--- src/common/memmap_pkg.sv ---
`default_nettype none

package memmap_pkg;

  //////////////////////////////////////////////////////////////////////
  // core port widths
  //////////////////////////////////////////////////////////////////////

  // byte address width of the core port
  localparam int unsigned AW = 32;

  // data word width, the banks store whole words of this size
  localparam int unsigned DW = 32;

  // one byte enable per byte lane of a data word
  localparam int unsigned BW = DW / 8;

  //////////////////////////////////////////////////////////////////////
  // response opcodes
  //////////////////////////////////////////////////////////////////////

  // a mapped request that a bank has served
  localparam logic OPC_OK = 1'b0;

  // the address hit no region and was answered by the demultiplexer
  localparam logic OPC_ERR = 1'b1;

  //////////////////////////////////////////////////////////////////////
  // helpers
  //////////////////////////////////////////////////////////////////////

  // width of an index that picks one of n regions
  // a single region still gets a one bit index
  function automatic int unsigned idx_width(input int unsigned n);
    return (n > 1) ? $clog2(n) : 1;
  endfunction

endpackage

`default_nettype wire

--- src/design/req_slice.sv ---
`timescale 1ns/1ps
`default_nettype none

module req_slice (
  input  logic                      clk_i,
  input  logic                      rst_ni,
  input  logic                      clear_i,
  // core side
  input  logic                      req_i,
  input  logic [memmap_pkg::AW-1:0] add_i,
  input  logic                      wen_i,
  input  logic [memmap_pkg::DW-1:0] data_i,
  input  logic [memmap_pkg::BW-1:0] be_i,
  output logic                      gnt_o,
  // downstream side
  output logic                      req_o,
  output logic [memmap_pkg::AW-1:0] add_o,
  output logic                      wen_o,
  output logic [memmap_pkg::DW-1:0] data_o,
  output logic [memmap_pkg::BW-1:0] be_o,
  input  logic                      gnt_i
);
  import memmap_pkg::*;

  logic          full_q;
  logic          load;
  logic [AW-1:0] add_q;
  logic          wen_q;
  logic [DW-1:0] data_q;
  logic [BW-1:0] be_q;

  // the slot is free when empty or when the held request leaves this cycle
  // a clear pulse refuses new requests since it empties the slot
  assign gnt_o = ~clear_i & (~full_q | gnt_i);
  assign load  = req_i & gnt_o;

  always_ff @(posedge clk_i or negedge rst_ni) begin
    if (!rst_ni) begin
      full_q <= 1'b0;
    end else if (clear_i) begin
      full_q <= 1'b0;
    end else if (load) begin
      full_q <= 1'b1;
    end else if (req_o && gnt_i) begin
      full_q <= 1'b0;
    end
  end

  always_ff @(posedge clk_i) begin
    if (load) begin
      add_q  <= add_i;
      wen_q  <= wen_i;
      data_q <= data_i;
      be_q   <= be_i;
    end
  end

  assign req_o  = full_q;
  assign add_o  = add_q;
  assign wen_o  = wen_q;
  assign data_o = data_q;
  assign be_o   = be_q;

endmodule

`default_nettype wire

--- src/memmap_demux/memmap_demux.sv ---
`timescale 1ns/1ps
`default_nettype none

module memmap_demux #(
  parameter int unsigned NB_REGION = 2
) (
  input  logic                                     clk_i,
  input  logic                                     rst_ni,
  input  logic                                     clear_i,
  input  logic [NB_REGION-1:0][memmap_pkg::AW-1:0] region_start_addr_i,
  input  logic [NB_REGION-1:0][memmap_pkg::AW-1:0] region_end_addr_i,
  // target side
  input  logic                                     req_i,
  input  logic [memmap_pkg::AW-1:0]                add_i,
  input  logic                                     wen_i,
  input  logic [memmap_pkg::DW-1:0]                data_i,
  input  logic [memmap_pkg::BW-1:0]                be_i,
  output logic                                     gnt_o,
  output logic                                     r_valid_o,
  output logic [memmap_pkg::DW-1:0]                r_data_o,
  output logic                                     r_opc_o,
  input  logic                                     r_ready_i,
  // bank side
  output logic [NB_REGION-1:0]                     bank_req_o,
  output logic [NB_REGION-1:0][memmap_pkg::AW-1:0] bank_add_o,
  output logic [NB_REGION-1:0]                     bank_wen_o,
  output logic [NB_REGION-1:0][memmap_pkg::DW-1:0] bank_data_o,
  output logic [NB_REGION-1:0][memmap_pkg::BW-1:0] bank_be_o,
  input  logic [NB_REGION-1:0]                     bank_gnt_i,
  input  logic [NB_REGION-1:0]                     bank_r_valid_i,
  input  logic [NB_REGION-1:0][memmap_pkg::DW-1:0] bank_r_data_i,
  output logic [NB_REGION-1:0]                     bank_r_ready_o
);
  import memmap_pkg::*;

  localparam int unsigned IDX_W = idx_width(NB_REGION);

  logic             hit;
  logic [IDX_W-1:0] sel;
  logic             r_done;
  logic             route_ok;
  logic             accept;
  logic             pending_q;
  logic             owner_err_q;
  logic [IDX_W-1:0] owner_q;

  //////////////////////////////////////////////////////////////////////
  // address decode
  //////////////////////////////////////////////////////////////////////

  // later regions overwrite earlier ones, so the highest match wins
  always_comb begin : decode
    hit = 1'b0;
    sel = '0;
    for (int unsigned i = 0; i < NB_REGION; i++) begin
      if ((add_i >= region_start_addr_i[i]) && (add_i < region_end_addr_i[i])) begin
        hit = 1'b1;
        sel = IDX_W'(i);
      end
    end
  end

  //////////////////////////////////////////////////////////////////////
  // request routing
  //////////////////////////////////////////////////////////////////////

  assign r_done = r_valid_o & r_ready_i;

  // only one response may be outstanding, which keeps responses in order
  assign route_ok = ~clear_i & (~pending_q | r_done);

  // an unmapped request is taken here without asking any bank
  assign gnt_o  = route_ok & (hit ? bank_gnt_i[sel] : 1'b1);
  assign accept = req_i & gnt_o;

  for (genvar ii = 0; ii < NB_REGION; ii++) begin : gen_bank
    assign bank_req_o[ii]  = req_i & route_ok & hit & (sel == IDX_W'(ii));
    assign bank_add_o[ii]  = add_i - region_start_addr_i[ii];
    assign bank_wen_o[ii]  = wen_i;
    assign bank_data_o[ii] = data_i;
    assign bank_be_o[ii]   = be_i;
    // a clear also drains whatever response a bank still holds
    assign bank_r_ready_o[ii] = clear_i |
        (r_ready_i & pending_q & ~owner_err_q & (owner_q == IDX_W'(ii)));
  end

  //////////////////////////////////////////////////////////////////////
  // pending response owner
  //////////////////////////////////////////////////////////////////////

  always_ff @(posedge clk_i or negedge rst_ni) begin
    if (!rst_ni) begin
      pending_q   <= 1'b0;
      owner_err_q <= 1'b0;
      owner_q     <= '0;
    end else if (clear_i) begin
      pending_q   <= 1'b0;
      owner_err_q <= 1'b0;
      owner_q     <= '0;
    end else if (accept) begin
      pending_q   <= 1'b1;
      owner_err_q <= ~hit;
      owner_q     <= sel;
    end else if (r_done) begin
      pending_q   <= 1'b0;
    end
  end

  // the error path answers with zero data as soon as it owns the response
  always_comb begin : resp_sel
    r_valid_o = 1'b0;
    r_data_o  = '0;
    r_opc_o   = OPC_OK;
    if (pending_q) begin
      if (owner_err_q) begin
        r_valid_o = 1'b1;
        r_opc_o   = OPC_ERR;
      end else begin
        r_valid_o = bank_r_valid_i[owner_q];
        r_data_o  = bank_r_data_i[owner_q];
      end
    end
  end

endmodule

`default_nettype wire

--- src/design/mem_bank.sv ---
`timescale 1ns/1ps
`default_nettype none

module mem_bank #(
  parameter int unsigned DEPTH = 64
) (
  input  logic                      clk_i,
  input  logic                      rst_ni,
  input  logic                      req_i,
  input  logic [memmap_pkg::AW-1:0] add_i,
  input  logic                      wen_i,
  input  logic [memmap_pkg::DW-1:0] data_i,
  input  logic [memmap_pkg::BW-1:0] be_i,
  output logic                      gnt_o,
  output logic                      r_valid_o,
  output logic [memmap_pkg::DW-1:0] r_data_o,
  input  logic                      r_ready_i
);
  import memmap_pkg::*;

  // DEPTH is a power of two, so dropping the upper offset bits wraps it
  localparam int unsigned IW = $clog2(DEPTH);

  logic [DW-1:0] mem_q [DEPTH];
  logic [IW-1:0] idx;
  logic          access;
  logic          r_valid_q;
  logic [DW-1:0] r_data_q;

  // byte offset to word index
  assign idx = add_i[IW+1:2];

  // a new access fits when the response slot is free or being emptied
  assign gnt_o  = ~r_valid_q | r_ready_i;
  assign access = req_i & gnt_o;

  //////////////////////////////////////////////////////////////////////
  // storage
  //////////////////////////////////////////////////////////////////////

  // wen low means write, only the enabled byte lanes change
  always_ff @(posedge clk_i) begin
    if (access && !wen_i) begin
      for (int unsigned b = 0; b < BW; b++) begin
        if (be_i[b]) begin
          mem_q[idx][8*b +: 8] <= data_i[8*b +: 8];
        end
      end
    end
  end

  //////////////////////////////////////////////////////////////////////
  // held response
  //////////////////////////////////////////////////////////////////////

  always_ff @(posedge clk_i or negedge rst_ni) begin
    if (!rst_ni) begin
      r_valid_q <= 1'b0;
    end else if (access) begin
      r_valid_q <= 1'b1;
    end else if (r_ready_i) begin
      r_valid_q <= 1'b0;
    end
  end

  // reads return the word as it was before this cycle, writes return zero
  always_ff @(posedge clk_i) begin
    if (access) begin
      r_data_q <= wen_i ? mem_q[idx] : '0;
    end
  end

  assign r_valid_o = r_valid_q;
  assign r_data_o  = r_data_q;

endmodule

`default_nettype wire

--- src/design/memmap_top.sv ---
`timescale 1ns/1ps
`default_nettype none

module memmap_top #(
  parameter int unsigned NB_REGION   = 2,
  parameter int unsigned BANK0_WORDS = 64,
  parameter int unsigned BANK1_WORDS = 32
) (
  input  logic                                     clk_i,
  input  logic                                     rst_ni,
  input  logic                                     clear_i,
  input  logic [NB_REGION-1:0][memmap_pkg::AW-1:0] region_start_addr_i,
  input  logic [NB_REGION-1:0][memmap_pkg::AW-1:0] region_end_addr_i,
  input  logic                                     req_i,
  input  logic [memmap_pkg::AW-1:0]                add_i,
  input  logic                                     wen_i,
  input  logic [memmap_pkg::DW-1:0]                data_i,
  input  logic [memmap_pkg::BW-1:0]                be_i,
  output logic                                     gnt_o,
  output logic                                     r_valid_o,
  output logic [memmap_pkg::DW-1:0]                r_data_o,
  output logic                                     r_opc_o,
  input  logic                                     r_ready_i
);
  import memmap_pkg::*;

  // registered request from the slice
  logic          s_req;
  logic [AW-1:0] s_add;
  logic          s_wen;
  logic [DW-1:0] s_data;
  logic [BW-1:0] s_be;
  logic          s_gnt;

  // per bank request and response
  logic [NB_REGION-1:0]         bank_req;
  logic [NB_REGION-1:0][AW-1:0] bank_add;
  logic [NB_REGION-1:0]         bank_wen;
  logic [NB_REGION-1:0][DW-1:0] bank_data;
  logic [NB_REGION-1:0][BW-1:0] bank_be;
  logic [NB_REGION-1:0]         bank_gnt;
  logic [NB_REGION-1:0]         bank_r_valid;
  logic [NB_REGION-1:0][DW-1:0] bank_r_data;
  logic [NB_REGION-1:0]         bank_r_ready;

  req_slice req_slice_i (
    .clk_i   (clk_i),
    .rst_ni  (rst_ni),
    .clear_i (clear_i),
    .req_i   (req_i),
    .add_i   (add_i),
    .wen_i   (wen_i),
    .data_i  (data_i),
    .be_i    (be_i),
    .gnt_o   (gnt_o),
    .req_o   (s_req),
    .add_o   (s_add),
    .wen_o   (s_wen),
    .data_o  (s_data),
    .be_o    (s_be),
    .gnt_i   (s_gnt)
  );

  memmap_demux #(
    .NB_REGION (NB_REGION)
  ) memmap_demux_i (
    .clk_i               (clk_i),
    .rst_ni              (rst_ni),
    .clear_i             (clear_i),
    .region_start_addr_i (region_start_addr_i),
    .region_end_addr_i   (region_end_addr_i),
    .req_i               (s_req),
    .add_i               (s_add),
    .wen_i               (s_wen),
    .data_i              (s_data),
    .be_i                (s_be),
    .gnt_o               (s_gnt),
    .r_valid_o           (r_valid_o),
    .r_data_o            (r_data_o),
    .r_opc_o             (r_opc_o),
    .r_ready_i           (r_ready_i),
    .bank_req_o          (bank_req),
    .bank_add_o          (bank_add),
    .bank_wen_o          (bank_wen),
    .bank_data_o         (bank_data),
    .bank_be_o           (bank_be),
    .bank_gnt_i          (bank_gnt),
    .bank_r_valid_i      (bank_r_valid),
    .bank_r_data_i       (bank_r_data),
    .bank_r_ready_o      (bank_r_ready)
  );

  ////////////////////////////////////////////////////////////////////
  // targets, one bank per region
  ////////////////////////////////////////////////////////////////////

  mem_bank #(
    .DEPTH (BANK0_WORDS)
  ) mem_bank0_i (
    .clk_i     (clk_i),
    .rst_ni    (rst_ni),
    .req_i     (bank_req[0]),
    .add_i     (bank_add[0]),
    .wen_i     (bank_wen[0]),
    .data_i    (bank_data[0]),
    .be_i      (bank_be[0]),
    .gnt_o     (bank_gnt[0]),
    .r_valid_o (bank_r_valid[0]),
    .r_data_o  (bank_r_data[0]),
    .r_ready_i (bank_r_ready[0])
  );

  mem_bank #(
    .DEPTH (BANK1_WORDS)
  ) mem_bank1_i (
    .clk_i     (clk_i),
    .rst_ni    (rst_ni),
    .req_i     (bank_req[1]),
    .add_i     (bank_add[1]),
    .wen_i     (bank_wen[1]),
    .data_i    (bank_data[1]),
    .be_i      (bank_be[1]),
    .gnt_o     (bank_gnt[1]),
    .r_valid_o (bank_r_valid[1]),
    .r_data_o  (bank_r_data[1]),
    .r_ready_i (bank_r_ready[1])
  );

endmodule

`default_nettype wire

--- config.mk ---
export PLATFORM = sky130hd
export DESIGN_NAME = memmap_top
export DESIGN_NICKNAME = d
export VERILOG_FILES = /design/src/common/memmap_pkg.sv /design/src/design/req_slice.sv /design/src/memmap_demux/memmap_demux.sv /design/src/design/mem_bank.sv /design/src/design/memmap_top.sv
export SDC_FILE = /design/constraint.sdc
export NUM_CORES = 2
export LEC_CHECK = 0
export BUFFER_PORTS_ARGS = -buffer_cell sky130_fd_sc_hd__buf_2
export CORE_MARGIN = 2
export CORE_UTILIZATION = 55
export DETAILED_ROUTE_END_ITERATION = 12
export PLACE_DENSITY = 0.81
export SLEW_MARGIN = 30
export SYNTH_ARGS = -nofsm -noshare
export SYNTH_HDL_FRONTEND = slang
export SYNTH_HIERARCHICAL = 1
export SYNTH_SLANG_ARGS = --single-unit
--- constraint.sdc ---
create_clock -name clk_i -period 12.25 [get_ports clk_i]
set_input_delay 1.225 -clock clk_i [delete_from_list [all_inputs] [get_ports clk_i]]
set_output_delay 1.225 -clock clk_i [all_outputs]
set_load 0.005 [all_outputs]
==> impl_metrics.ini <==
[timing]
worst_slack_ps = 5706
hold_violations = 0
rsz0062_at_grt = false
worst_slew_pin_slew_ps = 1265
fmax_ghz = 0.1528
maxSlewViolCount = 0
setup_viol_count_final = 0
min_period_ps = 6544
period_share_pct = 53.42
setup_tns_ps = 0
fin_skew_ps = 78.59
slew_headroom_pct = 14.86

[place]
port_buffers = 236
hpwlAfterDp_microns = 222800
dp_slack_ps = 5344
dp_cells = 10530
gp_congestion = 0.9421

[die]
coreArea_sq_um = 231900
die_w_microns = 486.2
die_area_sq_um = 236400
die_h_microns = 486.2
io_pins = 237
rows = 177
start_util_pct = 55.16

[global_routing]
grt_pass1_wl_microns = 520400
track_usage_pct = 30.43
antenna_found_initial = 25
grt-ovfl-total = 0
grt_pass1_vias = 73712
grt_max_degree = 174

[critical_path]
critPathKind = register to register
worstPathArrival_ps = 7390
r2r_slack_ps = 5710
path_cells = inv_1, ha_1, fa_1, xnor2_2, buf_12, buf_4, and2_4, buf_4, nand2_1, o211a_1, o22ai_1, a22o_1, o41a_1
cp_num_buf_inv = 4
critPathTopFamily = buffers and inverters
endpoint_kind = register
slowest_delay_ps = 960
worstPathMaxFanout = 100
slowest_stage = buf_4
cpMostUsedCell = buf_4
startpoint_type = register
required_ps = 13090

[clocking]
cts.sinks = 3211
numCtsBuffers = 322
hold_buffers = 0
cts_max_path_buffers = 4
cts_setup_buffers = 0
path_clk_slew_ps = 60
cts_resized = 0
htreeDepth = 5
cts_tree = done
root_buffer = clkbuf_16
clkLatencyLatePin_ps = 980

[routing]
first_pass_iters = 9
drc_errors = 0
vias = 77254
wirelength_microns = 368300
avgRoutedWirePerCell_microns = 33.16
drtIter0Drc = 14175
ant_nets = 0
vias_per_cell = 6.955

[power_and_ir_drop]
power_density_nw_per_um2 = 174.0
total_power_uw = 24580
p_leak_uw = 0.04646
ir_worst_vdd_mv = 0.1623

[synthesis]
synth_cells = 7717
syn_area_sq_um = 127900
yosysWarnings = 6
avgSynthCellArea_sq_um = 16.57
synth_nets = 8047

[flow_run]
drv_cap = 0

[finish]
nFillCells = 15479
final_nets = 8151
drive_above_1_share_pct = 12.79
final_cells = 11107
area_growth_syn_to_layout_pct = 10.45

[outcome]
status = complete, no violations

[hold_path]
worstHoldPathType = input pin to async pin
[per-stage QoR]
stage	utilization, %	hold WS (ps)	cell area [sq um]
3_5_place_dp	56.58	576.1	131200
4_1_cts	60.82	74.51	141000
3_3_place_gp	56.53	566.9	131100
5_1_grt	60.91	87.05	141200
2_1_floorplan	-	530.5	127900
6_report	60.92	112.2	141300
[per-layer routing]
layer	vias to the layer above	share of wire, %	GRT usage [%]
li1	31139	-	-
met1	37599	33	38.95
met2	7149	44	45.35
met3	1345	15	9.705
met4	22	7.5	18.95
met5	-	0.036	0
[state kept, by name, summed over array words and instances (netlist names), 4 cells and up]
register / flops
req_slice_i/data_o: 32
req_slice_i/add_o: 32
mem_bank0_i/mem_q: 2048
mem_bank0_i/r_data_o: 32
mem_bank1_i/r_data_o: 32
req_slice_i/be_o: 4
mem_bank1_i/mem_q: 1024
[worst register-to-register path, stage by stage (launching register included)]
cell      delay (ps)
edfxtp_1         440
inv_1            140
ha_1             230
fa_1             430
xnor2_2          490
buf_12           470
buf_4           1120
and2_4           980
buf_4           1030
nand2_1          160
o211a_1          180
o22ai_1          380
a22o_1           260
o41a_1           140
[final cells by class]
cell class	count	area, sq um	share of cell area [%]
flip-flops and latches	3211	96390	68.24
multi-input cells	3752	28030	19.85
clock buffers	397	8508	6.023
well taps	3043	3807	2.695
repair buffers	394	2649	1.875
clock inverters	161	1319	0.9336
inverters	140	525.5	0.3720
diodes	9	22.52	0.01594
[worst paths after layout]
check / cells after the start / endpoint / start
setup / recovery: 13 / mem_bank0_i/r_data_o[2]$_SDFFCE_PN0P_ / req_slice_i/add_o[0]$_DFFE_PP_
hold / removal: 1 / req_slice_i/req_o$_DFFE_PN0P_ / rst_ni
setup reg to reg: 13 / mem_bank0_i/r_data_o[2]$_SDFFCE_PN0P_ / req_slice_i/add_o[0]$_DFFE_PP_
hold reg to reg: 1 / memmap_demux_i/owner_err_q$_DFFE_PN0P_ / memmap_demux_i/owner_err_q$_DFFE_PN0P_
max in group asynchronous: 1 / memmap_demux_i/owner_q$_DFFE_PN0P_ / rst_ni
min in group clk_i: 1 / req_slice_i/data_o[1]$_DFFE_PP_ / data_i[1]
[layout by cell type, fill, tap and decap left out, types with 169 or more instances in the layout]
cell	instances
edfxtp_1	3205
mux2i_1	671
nor2_1	476
a22oi_1	462
o22ai_1	344
clkbuf_16	329
a21oi_1	239
buf_2	236
a221oi_1	201
nand2_1	195
o21ai_0	169
[power breakdown]
group	leakage, uW	total [uW]	switching (uW)	internal (uW)
combinational	0.0128	3110	2140	974
clock	0.00480	9360	4040	5320
sequential	0.0289	12100	30.3	12100
No activity file was read; power rests on OpenSTA's default activity.
